<file path="src/hw/tnet_pkg.sv">
package tnet_pkg;

   // Field widths
   typedef logic [4:0]   op_t;
   typedef logic [8:0]   node_id_t;
   typedef logic [5:0]   flags_t;
   typedef logic [31:0]  word_t;
   // Header word, then data 1, 2 and 3, most significant first
   typedef logic [127:0] frame_t;

   // Operation codes
   localparam op_t OP_SET_NET  = 5'b00010;
   localparam op_t OP_SYNC_NET = 5'b01000;
   localparam op_t OP_UPDT_OFF = 5'b01001;
   localparam op_t OP_SET_DT   = 5'b01010;
   localparam op_t OP_GET_DT   = 5'b01011;

   localparam node_id_t BROADCAST_ID = '1;
   // Source of broadcast local commands
   localparam node_id_t LOC_SRC_ID   = 9'd1;

   // Bit positions inside the flag field
   localparam int FLG_RESP_REQ = 4;
   localparam int FLG_ANS      = 0;

   // Header layout, bits 31:29 stay zero
   localparam int HDR_OP_MSB  = 28;
   localparam int HDR_OP_LSB  = 24;
   localparam int HDR_FLG_MSB = 23;
   localparam int HDR_FLG_LSB = 18;
   localparam int HDR_DST_MSB = 17;
   localparam int HDR_DST_LSB = 9;
   localparam int HDR_SRC_MSB = 8;
   localparam int HDR_SRC_LSB = 0;

   typedef enum logic [2:0] {
      IDLE,
      LOC_EXEC,
      NET_EXEC,
      WAIT_RESP,
      WAIT_TX_ACK,
      WAIT_TX_NACK,
      ERROR
   } main_st_t;

   // Payload built by the transmit side
   typedef enum logic [2:0] {
      PL_LOC_SET_NET,
      PL_LOC_SYNC,
      PL_LOC_PASS,
      PL_LOC_SET_DT,
      PL_LOC_GET_DT,
      PL_FWD_SET_NET,
      PL_FWD_SYNC,
      PL_GET_DT_ANS
   } payload_sel_t;

endpackage
</file>
<file path="src/hw/tnet_node.sv">
`timescale 1ns/1ps

module tnet_node #(
   parameter tnet_pkg::node_id_t RST_NODE_ID = '0
) (
   input  logic               t_clk,
   input  logic               t_aresetn,
   // Local command port
   input  logic               cmd_i,
   input  tnet_pkg::op_t      op_i,
   input  tnet_pkg::word_t    dt1_i,
   input  tnet_pkg::word_t    dt2_i,
   input  tnet_pkg::word_t    dt3_i,
   output logic               ready_o,
   // Network link
   input  logic               rx_valid_i,
   input  tnet_pkg::frame_t   rx_frame_i,
   output logic               tx_req_o,
   output tnet_pkg::frame_t   tx_frame_o,
   input  logic               tx_ack_i,
   // Time control and parameters
   output logic               time_init_o,
   output logic               time_updt_o,
   output tnet_pkg::word_t    time_off_o,
   output tnet_pkg::node_id_t node_id_o,
   output tnet_pkg::node_id_t nn_o,
   output tnet_pkg::word_t    rtd_o,
   output tnet_pkg::word_t    cd_o,
   output tnet_pkg::word_t    dt0_o,
   output tnet_pkg::word_t    dt1_o,
   output logic               error_o
);
   import tnet_pkg::*;

   logic         pend_valid, pend_is_net, take, net_drop;
   word_t        pend_hdr, pend_dt1, pend_dt2, pend_dt3;
   logic         ld_net, ld_off_sum, ld_off, ld_dt;
   logic         time_init_req, time_updt_req;
   logic         send, tx_busy;
   payload_sel_t sel;

   tnet_cmd_in cmd_in0 (
      .t_clk(t_clk), .t_aresetn(t_aresetn),
      .cmd_i(cmd_i), .op_i(op_i), .dt1_i(dt1_i), .dt2_i(dt2_i), .dt3_i(dt3_i),
      .rx_valid_i(rx_valid_i), .rx_frame_i(rx_frame_i), .node_id_i(node_id_o),
      .take_i(take), .pend_valid_o(pend_valid), .pend_is_net_o(pend_is_net),
      .pend_hdr_o(pend_hdr), .pend_dt1_o(pend_dt1), .pend_dt2_o(pend_dt2),
      .pend_dt3_o(pend_dt3), .net_drop_o(net_drop)
   );

   tnet_cmd_ctrl cmd_ctrl0 (
      .t_clk(t_clk), .t_aresetn(t_aresetn),
      .pend_valid_i(pend_valid), .pend_is_net_i(pend_is_net), .pend_hdr_i(pend_hdr),
      .net_drop_i(net_drop), .node_id_i(node_id_o), .tx_busy_i(tx_busy),
      .take_o(take), .ld_net_o(ld_net), .ld_off_sum_o(ld_off_sum), .ld_off_o(ld_off),
      .ld_dt_o(ld_dt), .time_init_req_o(time_init_req), .time_updt_req_o(time_updt_req),
      .send_o(send), .sel_o(sel), .ready_o(ready_o), .error_o(error_o)
   );

   tnet_net_params #(.RST_NODE_ID(RST_NODE_ID)) net_params0 (
      .t_clk(t_clk), .t_aresetn(t_aresetn),
      .ld_net_i(ld_net), .ld_off_sum_i(ld_off_sum), .ld_off_i(ld_off), .ld_dt_i(ld_dt),
      .dt1_i(pend_dt1), .dt2_i(pend_dt2), .dt3_i(pend_dt3),
      .time_init_req_i(time_init_req), .time_updt_req_i(time_updt_req),
      .node_id_o(node_id_o), .nn_o(nn_o), .rtd_o(rtd_o), .cd_o(cd_o),
      .off_o(time_off_o), .dt0_o(dt0_o), .dt1_o(dt1_o),
      .time_init_o(time_init_o), .time_updt_o(time_updt_o)
   );

   tnet_tx_frame tx_frame0 (
      .t_clk(t_clk), .t_aresetn(t_aresetn),
      .send_i(send), .sel_i(sel), .hdr_i(pend_hdr),
      .dt1_i(pend_dt1), .dt2_i(pend_dt2), .dt3_i(pend_dt3),
      .node_id_i(node_id_o), .nn_i(nn_o), .rtd_i(rtd_o), .cd_i(cd_o),
      .dt0_i(dt0_o), .dt1_par_i(dt1_o), .tx_ack_i(tx_ack_i),
      .tx_req_o(tx_req_o), .tx_frame_o(tx_frame_o), .tx_busy_o(tx_busy)
   );

endmodule

</file>
<file path="src/hw/tnet_tx_frame.sv">
`timescale 1ns/1ps

module tnet_tx_frame (
   input  logic                   t_clk,
   input  logic                   t_aresetn,
   input  logic                   send_i,
   input  tnet_pkg::payload_sel_t sel_i,
   input  tnet_pkg::word_t        hdr_i,
   input  tnet_pkg::word_t        dt1_i,
   input  tnet_pkg::word_t        dt2_i,
   input  tnet_pkg::word_t        dt3_i,
   input  tnet_pkg::node_id_t     node_id_i,
   input  tnet_pkg::node_id_t     nn_i,
   input  tnet_pkg::word_t        rtd_i,
   input  tnet_pkg::word_t        cd_i,
   input  tnet_pkg::word_t        dt0_i,
   input  tnet_pkg::word_t        dt1_par_i,
   input  logic                   tx_ack_i,
   output logic                   tx_req_o,
   output tnet_pkg::frame_t       tx_frame_o,
   output logic                   tx_busy_o
);
   import tnet_pkg::*;

   word_t hdr, w1, w2, w3;

   ////////////////////////////////////////////////////////////////////////////
   // Payload select
   always_comb begin
      hdr = hdr_i;
      w1  = '0;
      w2  = '0;
      w3  = '0;
      case (sel_i)
         PL_LOC_SET_NET: begin
            w1 = rtd_i;
            w2 = cd_i;
            w3 = {7'd0, nn_i, 16'd2};
         end
         PL_LOC_SYNC: w1 = cd_i;
         PL_LOC_PASS: begin
            w1 = dt1_i;
            w2 = dt2_i;
            w3 = dt3_i;
         end
         PL_LOC_SET_DT: begin
            w1 = dt1_i;
            w2 = dt2_i;
         end
         PL_LOC_GET_DT: ;
         // Hop counter in data 3 low bits
         PL_FWD_SET_NET: begin
            w1 = dt1_i;
            w2 = dt2_i;
            w3 = {dt3_i[31:9], dt3_i[8:0] + 9'd1};
         end
         PL_FWD_SYNC: begin
            w1 = dt1_i + cd_i;
            w2 = dt2_i;
         end
         // Answer goes back to the requester
         PL_GET_DT_ANS: begin
            hdr[HDR_FLG_LSB + FLG_ANS]   = 1'b1;
            hdr[HDR_DST_MSB:HDR_DST_LSB] = hdr_i[HDR_SRC_MSB:HDR_SRC_LSB];
            hdr[HDR_SRC_MSB:HDR_SRC_LSB] = node_id_i;
            w1 = dt0_i;
            w2 = dt1_par_i;
         end
         default: ;
      endcase
   end

   // Request drops after ack, busy lasts until the link releases ack
   always_ff @(posedge t_clk) begin
      if (!t_aresetn) begin
         tx_req_o  <= 1'b0;
         tx_busy_o <= 1'b0;
      end else if (send_i) begin
         tx_req_o  <= 1'b1;
         tx_busy_o <= 1'b1;
      end else if (tx_req_o && tx_ack_i) begin
         tx_req_o <= 1'b0;
      end else if (tx_busy_o && !tx_req_o && !tx_ack_i) begin
         tx_busy_o <= 1'b0;
      end
   end

   always_ff @(posedge t_clk) begin
      if (send_i)
         tx_frame_o <= {hdr, w1, w2, w3};
   end

   a_frame_hold: assert property (@(posedge t_clk) disable iff (!t_aresetn)
      tx_req_o |=> !tx_req_o || $stable(tx_frame_o));

endmodule

</file>
<file path="src/hw/tnet_net_params.sv">
`timescale 1ns/1ps

module tnet_net_params #(
   parameter tnet_pkg::node_id_t RST_NODE_ID = '0
) (
   input  logic               t_clk,
   input  logic               t_aresetn,
   input  logic               ld_net_i,
   input  logic               ld_off_sum_i,
   input  logic               ld_off_i,
   input  logic               ld_dt_i,
   input  tnet_pkg::word_t    dt1_i,
   input  tnet_pkg::word_t    dt2_i,
   input  tnet_pkg::word_t    dt3_i,
   input  logic               time_init_req_i,
   input  logic               time_updt_req_i,
   output tnet_pkg::node_id_t node_id_o,
   output tnet_pkg::node_id_t nn_o,
   output tnet_pkg::word_t    rtd_o,
   output tnet_pkg::word_t    cd_o,
   output tnet_pkg::word_t    off_o,
   output tnet_pkg::word_t    dt0_o,
   output tnet_pkg::word_t    dt1_o,
   output logic               time_init_o,
   output logic               time_updt_o
);

   always_ff @(posedge t_clk) begin
      if (!t_aresetn) begin
         node_id_o   <= RST_NODE_ID;
         nn_o        <= '0;
         rtd_o       <= '0;
         cd_o        <= '0;
         off_o       <= '0;
         dt0_o       <= '0;
         dt1_o       <= '0;
         time_init_o <= 1'b0;
         time_updt_o <= 1'b0;
      end else begin
         time_init_o <= time_init_req_i;
         time_updt_o <= time_updt_req_i;
         // Network parameters travel in set_net data words
         if (ld_net_i) begin
            rtd_o     <= dt1_i;
            cd_o      <= dt2_i;
            nn_o      <= dt3_i[24:16];
            node_id_o <= dt3_i[8:0];
         end
         if (ld_off_sum_i)
            off_o <= dt1_i + dt2_i;
         if (ld_off_i)
            off_o <= dt1_i;
         if (ld_dt_i) begin
            dt0_o <= dt1_i;
            dt1_o <= dt2_i;
         end
      end
   end

   a_one_load: assert property (@(posedge t_clk) disable iff (!t_aresetn)
      $onehot0({ld_net_i, ld_off_sum_i, ld_off_i, ld_dt_i}));

endmodule

</file>
<file path="src/hw/tnet_cmd_ctrl.sv">
`timescale 1ns/1ps

module tnet_cmd_ctrl (
   input  logic                   t_clk,
   input  logic                   t_aresetn,
   input  logic                   pend_valid_i,
   input  logic                   pend_is_net_i,
   input  tnet_pkg::word_t        pend_hdr_i,
   input  logic                   net_drop_i,
   input  tnet_pkg::node_id_t     node_id_i,
   input  logic                   tx_busy_i,
   output logic                   take_o,
   output logic                   ld_net_o,
   output logic                   ld_off_sum_o,
   output logic                   ld_off_o,
   output logic                   ld_dt_o,
   output logic                   time_init_req_o,
   output logic                   time_updt_req_o,
   output logic                   send_o,
   output tnet_pkg::payload_sel_t sel_o,
   output logic                   ready_o,
   output logic                   error_o
);
   import tnet_pkg::*;

   main_st_t st, st_nxt;
   logic     resp_r, resp_nxt, is_resp;
   op_t      op;
   flags_t   flg;
   node_id_t dst, src;

   assign op  = pend_hdr_i[HDR_OP_MSB:HDR_OP_LSB];
   assign flg = pend_hdr_i[HDR_FLG_MSB:HDR_FLG_LSB];
   assign dst = pend_hdr_i[HDR_DST_MSB:HDR_DST_LSB];
   assign src = pend_hdr_i[HDR_SRC_MSB:HDR_SRC_LSB];

   // Our own broadcast coming back, or an answer addressed to us
   assign is_resp = (src == node_id_i && flg[FLG_RESP_REQ]) ||
                    (dst == node_id_i && flg[FLG_ANS]);

   always_ff @(posedge t_clk) begin
      if (!t_aresetn) begin
         st     <= IDLE;
         resp_r <= 1'b0;
      end else begin
         st     <= st_nxt;
         resp_r <= resp_nxt;
      end
   end

   ////////////////////////////////////////////////////////////////////////////
   // Dispatch, execute and retire
   always_comb begin
      st_nxt          = st;
      resp_nxt        = resp_r;
      take_o          = 1'b0;
      ld_net_o        = 1'b0;
      ld_off_sum_o    = 1'b0;
      ld_off_o        = 1'b0;
      ld_dt_o         = 1'b0;
      time_init_req_o = 1'b0;
      time_updt_req_o = 1'b0;
      send_o          = 1'b0;
      sel_o           = PL_LOC_PASS;
      case (st)
         IDLE: if (pend_valid_i) begin
            st_nxt   = pend_is_net_i ? NET_EXEC : LOC_EXEC;
            resp_nxt = 1'b0;
         end
         WAIT_RESP: if (pend_valid_i) begin
            st_nxt   = NET_EXEC;
            resp_nxt = 1'b1;
         end
         LOC_EXEC: begin
            send_o = 1'b1;
            st_nxt = WAIT_TX_ACK;
            case (op)
               OP_SET_NET:  sel_o = PL_LOC_SET_NET;
               OP_SYNC_NET: sel_o = PL_LOC_SYNC;
               OP_UPDT_OFF: sel_o = PL_LOC_PASS;
               OP_SET_DT:   sel_o = PL_LOC_SET_DT;
               OP_GET_DT:   sel_o = PL_LOC_GET_DT;
               default: begin
                  send_o = 1'b0;
                  st_nxt = ERROR;
               end
            endcase
         end
         NET_EXEC: begin
            if (resp_r) begin
               if (is_resp && (op == OP_SET_NET || op == OP_SYNC_NET || op == OP_GET_DT)) begin
                  ld_dt_o = (op == OP_GET_DT);
                  take_o  = 1'b1;
                  st_nxt  = IDLE;
               end else begin
                  st_nxt = ERROR;
               end
            end else begin
               st_nxt = WAIT_TX_ACK;
               case (op)
                  OP_SET_NET: begin
                     ld_net_o = 1'b1;
                     send_o   = 1'b1;
                     sel_o    = PL_FWD_SET_NET;
                  end
                  OP_SYNC_NET: begin
                     time_init_req_o = 1'b1;
                     ld_off_sum_o    = 1'b1;
                     send_o          = 1'b1;
                     sel_o           = PL_FWD_SYNC;
                  end
                  OP_GET_DT: begin
                     send_o = 1'b1;
                     sel_o  = PL_GET_DT_ANS;
                  end
                  OP_UPDT_OFF: begin
                     ld_off_o        = 1'b1;
                     time_updt_req_o = 1'b1;
                     take_o          = 1'b1;
                     st_nxt          = IDLE;
                  end
                  OP_SET_DT: begin
                     ld_dt_o = 1'b1;
                     take_o  = 1'b1;
                     st_nxt  = IDLE;
                  end
                  default: st_nxt = ERROR;
               endcase
            end
         end
         // Transmitter picks up the request, then drains
         WAIT_TX_ACK: if (tx_busy_i) st_nxt = WAIT_TX_NACK;
         WAIT_TX_NACK: if (!tx_busy_i) begin
            take_o = 1'b1;
            if (!pend_is_net_i && flg[FLG_RESP_REQ])
               st_nxt = WAIT_RESP;
            else
               st_nxt = IDLE;
         end
         ERROR: begin
            take_o = 1'b1;
            st_nxt = IDLE;
         end
         default: st_nxt = IDLE;
      endcase
   end

   assign ready_o = (st == IDLE) && !pend_valid_i;
   assign error_o = (st == ERROR) || net_drop_i;

   // A new frame is only built once the link has finished with the last one
   a_send_idle_tx: assert property (@(posedge t_clk) disable iff (!t_aresetn)
      send_o |-> !tx_busy_i);

endmodule

</file>
<file path="src/hw/tnet_cmd_in.sv">
`timescale 1ns/1ps

module tnet_cmd_in (
   input  logic               t_clk,
   input  logic               t_aresetn,
   input  logic               cmd_i,
   input  tnet_pkg::op_t      op_i,
   input  tnet_pkg::word_t    dt1_i,
   input  tnet_pkg::word_t    dt2_i,
   input  tnet_pkg::word_t    dt3_i,
   input  logic               rx_valid_i,
   input  tnet_pkg::frame_t   rx_frame_i,
   input  tnet_pkg::node_id_t node_id_i,
   input  logic               take_i,
   output logic               pend_valid_o,
   output logic               pend_is_net_o,
   output tnet_pkg::word_t    pend_hdr_o,
   output tnet_pkg::word_t    pend_dt1_o,
   output tnet_pkg::word_t    pend_dt2_o,
   output tnet_pkg::word_t    pend_dt3_o,
   output logic               net_drop_o
);
   import tnet_pkg::*;

   logic   loc_valid, net_valid, clr_loc, clr_net;
   word_t  loc_hdr_nxt, loc_hdr, loc_dt1, loc_dt2, loc_dt3;
   frame_t net_frame;

   // Local header fields
   flags_t   loc_flg;
   node_id_t loc_dst, loc_src;

   always_comb begin
      loc_flg = '0;
      loc_dst = dt3_i[24:16];
      loc_src = node_id_i;
      case (op_i)
         OP_SET_NET, OP_SYNC_NET: begin
            loc_flg = 6'b110000;
            loc_dst = BROADCAST_ID;
            loc_src = LOC_SRC_ID;
         end
         OP_GET_DT: loc_flg[FLG_RESP_REQ] = 1'b1;
         default: ;
      endcase
      loc_hdr_nxt = '0;
      loc_hdr_nxt[HDR_OP_MSB:HDR_OP_LSB]   = op_i;
      loc_hdr_nxt[HDR_FLG_MSB:HDR_FLG_LSB] = loc_flg;
      loc_hdr_nxt[HDR_DST_MSB:HDR_DST_LSB] = loc_dst;
      loc_hdr_nxt[HDR_SRC_MSB:HDR_SRC_LSB] = loc_src;
   end

   // Take retires whichever slot is on the output
   assign clr_loc = take_i & loc_valid;
   assign clr_net = take_i & ~loc_valid & net_valid;

   always_ff @(posedge t_clk) begin
      if (!t_aresetn) begin
         loc_valid  <= 1'b0;
         net_valid  <= 1'b0;
         net_drop_o <= 1'b0;
      end else begin
         net_drop_o <= rx_valid_i & net_valid & ~clr_net;
         if (cmd_i)
            loc_valid <= 1'b1;
         else if (clr_loc)
            loc_valid <= 1'b0;
         if (rx_valid_i & (~net_valid | clr_net))
            net_valid <= 1'b1;
         else if (clr_net)
            net_valid <= 1'b0;
      end
   end

   always_ff @(posedge t_clk) begin
      if (cmd_i) begin
         loc_hdr <= loc_hdr_nxt;
         loc_dt1 <= dt1_i;
         loc_dt2 <= dt2_i;
         loc_dt3 <= dt3_i;
      end
      if (rx_valid_i & (~net_valid | clr_net))
         net_frame <= rx_frame_i;
   end

   // Local slot wins
   assign pend_valid_o  = loc_valid | net_valid;
   assign pend_is_net_o = ~loc_valid & net_valid;
   assign pend_hdr_o    = loc_valid ? loc_hdr : net_frame[127:96];
   assign pend_dt1_o    = loc_valid ? loc_dt1 : net_frame[95:64];
   assign pend_dt2_o    = loc_valid ? loc_dt2 : net_frame[63:32];
   assign pend_dt3_o    = loc_valid ? loc_dt3 : net_frame[31:0];

   // Processor only strobes while the node reports ready
   a_no_loc_overrun: assert property (@(posedge t_clk) disable iff (!t_aresetn)
      cmd_i |-> !loc_valid);

endmodule

</file>
<file path="config.mk">
export PLATFORM = sky130hd
export DESIGN_NAME = tnet_node
export DESIGN_NICKNAME = d
export VERILOG_FILES = /design/src/hw/tnet_pkg.sv /design/src/hw/tnet_node.sv /design/src/hw/tnet_tx_frame.sv /design/src/hw/tnet_net_params.sv /design/src/hw/tnet_cmd_ctrl.sv /design/src/hw/tnet_cmd_in.sv
export SDC_FILE = /design/constraint.sdc
export NUM_CORES = 1
export LEC_CHECK = 0
export BUFFER_PORTS_ARGS = -buffer_cell sky130_fd_sc_hd__buf_4
export CAP_MARGIN = 20
export CORE_ASPECT_RATIO = 0.6
export CORE_MARGIN = 2
export CORE_UTILIZATION = 45
export CTS_BUF_LIST = sky130_fd_sc_hd__clkbuf_4 sky130_fd_sc_hd__clkbuf_8
export DETAILED_ROUTE_END_ITERATION = 10
export PLACE_DENSITY = 0.7
export SLEW_MARGIN = 20
export SYNTH_ARGS = -nofsm -noshare
export SYNTH_HDL_FRONTEND = slang
export SYNTH_HIERARCHICAL = 1
export SYNTH_SLANG_ARGS = --single-unit
</file>
<file path="constraint.sdc">
create_clock -name t_clk -period 14.5 [get_ports t_clk]
set_input_delay 0.725 -clock t_clk [delete_from_list [all_inputs] [get_ports t_clk]]
set_output_delay 0.725 -clock t_clk [all_outputs]
set_load 0.005 [all_outputs]
</file>
==> impl_metrics.csv, run 1 <==
group,metric,value,unit
power_and_ir_drop,clkPwrFrac,37.9,%
route,detail-route-antenna-nets,0,
placement,place_area,31800,um2
floorplanning,die_x,320,um
clocking,post-cts-setup-buffers,0,
worst_hold_path,hold_class,"in -> reg",
timing,fin_crit_sh,37.1,%
setup_path,crit_arrival,5930,ps
clocking,clk_latency,730,ps
clocking,clkTransAtPathRegs,70,ps
route,route.detailed.drc,0,
final_layout,drive_above_1_share,32.4,%
timing,tns,0,ps
floorplanning,initial_utilization,45.5,%
final_layout,largestRegisters,"cmd_in0/net_frame (128), tx_frame0/tx_frame_o (128)",
final_layout,area_growth,25.2,%
grt,grt_pass1_vias,21100,
grt,grt_max_degree,94,
floorplanning,die_area,61900,um2
placement,port_buffers,544,
outcome,status,"finished, final reports clean",
clocking,clockRootBuffer,"clkbuf_8",
yosys,synth_edf_count,377,
timing,slew_headroom,28.2,%
clocking,clock-sinks,566,
clocking,ctsHoldBuffers,0,
yosys,syn_area,26900,um2
timing,fin_worst_skew,32.6,ps
setup_path,ff2ff_setup_slack,9120,ps
timing,hold_viol,0,
timing,setup_viol,0,
route,routed_wl,91.0,mm
route,via_per_inst,5.80,
yosys,syn_avg_cell_area,11.8,um2
placement,place_ws,9230,ps
setup_path,critPathKind,"reg -> reg",
timing,fin_crit,5380,ps
power_and_ir_drop,leakagePower,13.5,nW
final_layout,final_nets,3122,
route,wire_per_inst,24.7,um
yosys,synth_top_flop_cell,"edfxtp_1",
clocking,cts.htree.levels,3,
setup_path,crit_buf_inv,2,
floorplanning,fp.dieH,194,um
power_and_ir_drop,p_switching,0.00103,W
setup_path,crit_family,"simple AND/OR/NAND/NOR gates",
power_and_ir_drop,swShare,26.6,%
run,max_cap_violations,0,
placement,dp_hpwl,63.2,mm
grt,grt_pass1_wl,135,mm
grt,antenna_found_initial,1,
setup_path,crit_chain,"buf_4 -> mux2_2 -> nor2_1 -> and3_2 -> clkinv_1 -> and3_1 -> a21oi_1 -> o21ai_0",
yosys,synthArstFlopShare,0,%
power_and_ir_drop,p_int,0.00284,W
power_and_ir_drop,vdd.ir_drop.worst,0.0000642,V
clocking,clockBufferDepth,3,
timing,holdWs,166,ps
floorplanning,core,59200,um2
setup_path,slowest_stage,"clkinv_1",
yosys,yosysWarnings,6,
power_and_ir_drop,seqPwrFrac,47.5,%
placement,place.gp.congestion,0.908,
timing,worst_slack,9120,ps
floorplanning,rows,69,
timing,fmax,186,MHz
clocking,numCtsBuffers,88,
setup_path,crit_path_end_kind,"register",
clocking,post_cts_resized,0,
yosys,ys_seq_elements,566,
power_and_ir_drop,p_total,0.00388,W
clocking,cts_tree,"yes",
timing,worst_pin_slew,1080,ps
setup_path,worstPathMaxFanout,45,
yosys,syn-num-nets,2588,
route,num_vias,21400,
setup_path,slowest_delay,1040,ps
floorplanning,ios,545,
grt,gr-total-overflow,0,
setup_path,startpoint_type,"register",
final_layout,fill_cells,5017,
final_layout,final_area,33700,um2
timing,rsz0062_at_grt,"false",
yosys,yosysSeqAreaShare,56.0,%
route,firstDrtPassIters,6,
power_and_ir_drop,power_frac_comb,14.6,%
yosys,synth_cell_types,88,
yosys,synthCells,2289,
power_and_ir_drop,power_density,115,nW/um2
timing,finalMaxSlewViolations,0,
grt,grt_usage,28.6,%
route,drtIter0Drc,2205,
setup_path,critPathRequiredTime,15050,ps
==> final cells by class <==
class | count | area [um2] | share of cell area (%)
Sequential cell | 566 | 15100 | 44.8
Tap cell | 781 | 977 | 2.90
Multi-Input combinational cell | 1562 | 11300 | 33.4
Inverter | 32 | 125 | 0.371
Antenna cell | 1 | 2.50 | 0.00742
Timing Repair Buffer | 573 | 4330 | 12.8
Clock inverter | 19 | 139 | 0.412
Clock buffer | 147 | 1790 | 5.29
==> per-stage QoR <==
stage          utilization [%]  std cells
6_report                  57.0       3681
4_1_cts                   56.9       3679
3_5_place_dp              53.7       3513
5_1_grt                   57.0       3680
3_3_place_gp              53.7       3513
2_1_floorplan                -       2289
==> metal layers <==
| layer | up-vias | wire, um | track usage, % |
|---|---|---|---|
| met2 | 937 | 39600 | 42.2 |
| met4 | 0 | 1980 | 7.56 |
| li1 | 9568 | - | - |
| met1 | 10700 | 42200 | 42.2 |
| met3 | 126 | 7140 | 6.66 |
| met5 | - | 0 | 0 |
==> cells by family (layout without fill, tap and decap cells) <==
| group | count (synthesis) | in the layout | synth area share [%] |
|---|---|---|---|
| xor+xnor | 74 | 74 | 2.43 |
| buf+inv | 161 | 771 | 2.49 |
| compound gates | 454 | 454 | 11.2 |
| flops | 566 | 566 | 56.0 |
| fa+ha+maj | 65 | 65 | 3.07 |
| mux | 378 | 378 | 14.7 |
| simple gates | 591 | 591 | 10.1 |
| other cells | 0 | 1 | 0 |
==> cells in the mapped netlist (all sizes together), types with 3 or more instances <==
cell type / instances / share of area, %
or2b: 8 / 0.22
a22oi: 42 / 1.2
o22ai: 5 / 0.12
nor3: 21 / 0.45
and3: 17 / 0.40
nand4: 8 / 0.26
nand3b: 3 / 0.084
xor2: 44 / 1.4
o211ai: 13 / 0.42
mux2: 146 / 6.1
a211o: 4 / 0.13
or2: 7 / 0.16
mux2i: 232 / 8.6
buf: 50 / 0.91
nand2: 176 / 2.5
nor4: 8 / 0.21
nand2b: 9 / 0.21
clkbuf: 79 / 1.1
a31oi: 12 / 0.28
o22a: 4 / 0.13
ha: 63 / 2.9
nand3: 17 / 0.33
a21boi: 6 / 0.18
a21oi: 126 / 2.3
o21bai: 8 / 0.22
and2: 20 / 0.55
or3: 3 / 0.070
edfxtp: 377 / 42
o21ai: 98 / 1.8
o21a: 9 / 0.25
xnor2: 30 / 1.0
o221ai: 37 / 1.2
inv: 31 / 0.43
nor3b: 11 / 0.35
a211oi: 30 / 0.84
nor2: 247 / 3.4
nor2b: 30 / 0.70
a21o: 25 / 0.71
dfxtp: 189 / 14
a222oi: 11 / 0.41
==> power groups by stage <==
stage                     Clock (W)  Combinational [W]  Sequential, W
after global routing        0.00156           0.000613        0.00185
final                       0.00147           0.000568        0.00184
after global placement            0           0.000540        0.00187
after floorplan                   0           0.000357        0.00187
after detailed placement          0           0.000555        0.00188
after CTS                   0.00149           0.000558        0.00184
==> worst paths after layout <==
kind                         start                    end  cells after the start
max              cmd_in0/loc_valid  net_params0/off_o[31]                      8
max reg2reg      cmd_in0/loc_valid  net_params0/off_o[31]                      8
min reg2reg  net_params0/rtd_o[17]  net_params0/rtd_o[17]                      2
min                 rx_frame_i[68]  cmd_in0/net_frame[68]                      1
==> placed cells by master, fill, tap and decap left out, types with 8 or more instances in the layout <==
| cell type | instances |
|---|---|
| a211oi_1 | 30 |
| a21o_1 | 23 |
| a21oi_1 | 125 |
| a222oi_1 | 11 |
| a22oi_1 | 42 |
| a31oi_1 | 12 |
| and2_1 | 9 |
| and2_4 | 9 |
| and3_1 | 14 |
| buf_4 | 571 |
| clkbuf_4 | 38 |
| clkbuf_8 | 109 |
| clkinv_2 | 10 |
| dfxtp_1 | 188 |
| edfxtp_1 | 377 |
| ha_1 | 63 |
| inv_1 | 30 |
| mux2_2 | 145 |
| mux2i_1 | 232 |
| nand2_1 | 175 |
| nand2b_1 | 9 |
| nand3_1 | 16 |
| nor2_1 | 243 |
| nor2b_1 | 30 |
| nor3_1 | 17 |
| nor3b_1 | 9 |
| o211ai_1 | 10 |
| o21a_1 | 9 |
| o21ai_0 | 92 |
| o21bai_1 | 8 |
| o221ai_1 | 37 |
| or2b_1 | 8 |
| xnor2_1 | 29 |
| xor2_1 | 44 |
==> worst register-to-register path, delay by kind of cell, from the launching register on <==
family / cells / cell delay (ps)
buf+inv: 2 / 1730
simple gates: 3 / 2050
compound gates: 2 / 200
flops: 1 / 770
mux: 1 / 460
(Power assumes the default switching activity.)
==> run 2: changes to the inputs <==
--- a/config.mk
+++ b/config.mk
@@ -12,7 +12,7 @@
 export CORE_UTILIZATION = 45
 export CTS_BUF_LIST = sky130_fd_sc_hd__clkbuf_4 sky130_fd_sc_hd__clkbuf_8
 export DETAILED_ROUTE_END_ITERATION = 10
-export PLACE_DENSITY = 0.7
+export PLACE_DENSITY = 0.73
 export SLEW_MARGIN = 20
 export SYNTH_ARGS = -nofsm -noshare
 export SYNTH_HDL_FRONTEND = slang
==> constraint.sdc (replaced) <==
create_clock -name t_clk -period 4.75 [get_ports t_clk]
set_input_delay 0.2375 -clock t_clk [delete_from_list [all_inputs] [get_ports t_clk]]
set_output_delay 0.2375 -clock t_clk [all_outputs]
set_load 0.005 [all_outputs]
==> run 2 against run 1 <==
Count of clock-buffer cells in the layout is 15 lower. Clock power grew to 3.0 times the previous value. Sequential cell count did not move. Clock skew down 8.3 ps. Largest cell class unchanged. Critical endpoint is now cmd_in0/net_frame[41]. Non-clock buffer count up 251. Combinational power rose to 3.4 times the previous value. Die area unchanged.
==> impl_metrics.csv, run 2 (synthesis gave the netlist of run 1 again) <==
group,metric,value,unit
floorplanning,die_x,320,um
setup_path,crit_buf_inv,3,
setup_path,slowest_stage,"nor4_1",
power_and_ir_drop,clkPwrFrac,37.0,%
power_and_ir_drop,p_switching,0.00321,W
setup_path,ff2ff_setup_slack,240,ps
final_layout,area_growth,34.6,%
route,routed_wl,95.6,mm
route,detail-route-antenna-nets,0,
power_and_ir_drop,seqPwrFrac,46.8,%
clocking,cts_tree,"yes",
timing,fin_crit,4510,ps
clocking,cts.htree.levels,3,
setup_path,crit_family,"simple AND/OR/NAND/NOR gates",
setup_path,crit_arrival,4830,ps
route,drtIter0Drc,2701,
clocking,numCtsBuffers,87,
floorplanning,die_area,61900,um2
clocking,clock-sinks,566,
route,route.detailed.drc,0,
setup_path,slowest_delay,710,ps
placement,place_ws,380,ps
final_layout,layout_commonest_cell,"buf_4",
final_layout,layout_common_cells,"581 x buf_4, 377 x edfxtp_1, 243 x nor2_1, 232 x mux2i_1, 231 x dlygate4sd3_1",
placement,place.gp.congestion,0.937,
setup_path,startpoint_type,"register",
floorplanning,fp.dieH,194,um
timing,finalMaxSlewViolations,0,
final_layout,drive_above_1_share,30.0,%
clocking,clk_latency,700,ps
setup_path,crit_path_end_kind,"register",
power_and_ir_drop,power_frac_comb,16.2,%
setup_path,critPathRequiredTime,5070,ps
setup_path,reg2reg_depth,11,
floorplanning,core,59200,um2
setup_path,crit_path_start,"cmd_in0/loc_valid",
clocking,clockRootBuffer,"clkbuf_8",
route,wire_per_inst,24.3,um
power_and_ir_drop,leakagePower,14.5,nW
grt,grt_pass1_wl,140,mm
timing,slew_headroom,35.1,%
setup_path,crit_chain,"buf_12 -> mux2_2 -> xor2_1 -> nor4_1 -> and3_1 -> o2111ai_1 -> nand2_1 -> inv_1 -> o21ai_0 -> and2_4 -> buf_12",
power_and_ir_drop,vdd.ir_drop.worst,0.000216,V
floorplanning,initial_utilization,45.5,%
floorplanning,ios,545,
timing,fin_worst_skew,24.3,ps
final_layout,largestRegisters,"cmd_in0/net_frame (128), tx_frame0/tx_frame_o (128)",
clocking,post-cts-setup-buffers,0,
grt,antenna_found_initial,4,
timing,hold_viol,0,
grt,grt_max_degree,102,
timing,rsz0062_at_grt,"false",
outcome,status,"finished, final reports clean",
setup_path,r2r-end,"cmd_in0/net_frame[41]",
power_and_ir_drop,swShare,26.8,%
timing,worst_pin_slew,973,ps
route,firstDrtPassIters,6,
grt,grt_pass1_vias,22600,
setup_path,worstPathMaxFanout,85,
run,max_cap_violations,0,
timing,setup_viol,0,
setup_path,worst-path-stages,11,
grt,grt_usage,29.9,%
worst_hold_path,hold_class,"in -> reg",
route,via_per_inst,5.76,
timing,fin_crit_sh,94.9,%
floorplanning,rows,69,
power_and_ir_drop,p_total,0.0120,W
placement,dp_hpwl,64.3,mm
timing,tns,0,ps
placement,port_buffers,544,
power_and_ir_drop,p_int,0.00879,W
setup_path,cp-endpoint,"cmd_in0/net_frame[41]",
setup_path,cpMostUsedCell,"buf_12",
clocking,clockBufferDepth,3,
final_layout,final_nets,3372,
timing,holdWs,34.6,ps
clocking,clkTransAtPathRegs,70,ps
setup_path,r2r_start,"cmd_in0/loc_valid",
timing,worst_slack,241,ps
grt,gr-total-overflow,0,
timing,fmax,222,MHz
power_and_ir_drop,power_density,331,nW/um2
setup_path,critPathKind,"reg -> reg",
route,num_vias,22700,
[run 2: cell count changes in the layout (fill, tap and decap cells not counted), moves of 3 or more]
cell / previous run / this run
buf_4: 571 / 581
clkinv_1: 3 / 15
clkbuf_8: 109 / 101
clkbuf_4: 38 / 31
diode_2: 1 / 4
dlygate4sd3_1: 0 / 231
buf_12: 0 / 11
bufinv_16: 1 / 4
[run 2: timing repair]
action,CTS,global route
hold buffers,231,0
endpoints found under the setup margin,0,0
gates resized for setup,0,0
endpoints found under the hold margin,254,0
[run 2: metal layers]
metal / up-vias / routed length [um] / global-route usage [%]
met1: 11100 / 40800 / 41.3
met2: 1259 / 41400 / 44.1
met3: 227 / 9560 / 8.08
met5: - / 27 / 0
met4: 4 / 3810 / 13.0
li1: 10100 / - / -
[run 2: worst reg2reg max path, cell delays in order (launching register included)]
cell and delay [ps]:
dfxtp_4 590, buf_12 400, mux2_2 570, xor2_1 140, nor4_1 710, and3_1 300
o2111ai_1 140, nand2_1 100, inv_1 50, o21ai_0 290, and2_4 360, buf_12 370
[run 2: final cells by class]
cell class              instances  area (um2)
diodes                          4        10.0
well taps                     781         977
clock buffers                 132        1620
flip-flops and latches        566       15100
inverters                      32         125
clock inverters                32         255
repair buffers                824        6910
fillers                      4572       22900
multi-input cells            1562       11300
[run 2: per-stage QoR]
stage               cells  instance area (um2)  utilization, %
finish               3933                36300            61.3
floorplan            2289                27000               -
global placement     3534                32100            54.2
detailed placement   3534                32100            54.2
global route         3932                36300            61.3
CTS                  3929                36300            61.2
[run 2: how the worst min path moves through the flow]
stage | start | end | slack [ps] | cells after the start
2_1_floorplan | dt1_i[0] | cmd_in0/loc_dt1[0] | 340 | 0
3_3_place_gp | dt3_i[29] | cmd_in0/loc_dt3[29] | 420 | 1
3_5_place_dp | rx_frame_i[19] | cmd_in0/net_frame[19] | 420 | 1
4_1_cts | t_aresetn | net_params0/dt0_o[29] | 10 | 3
5_1_grt | t_aresetn | net_params0/dt0_o[30] | 30 | 3
6_report | t_aresetn | net_params0/dt0_o[29] | 30 | 3
[run 2: power groups by stage]
stage,clock network [W],registers [W],logic (W)
finish,0.00444,0.00562,0.00194
global route,0.00472,0.00564,0.00208
CTS,0.00450,0.00562,0.00189
detailed placement,0,0.00572,0.00172
global placement,0,0.00571,0.00168
floorplan,0,0.00568,0.00109
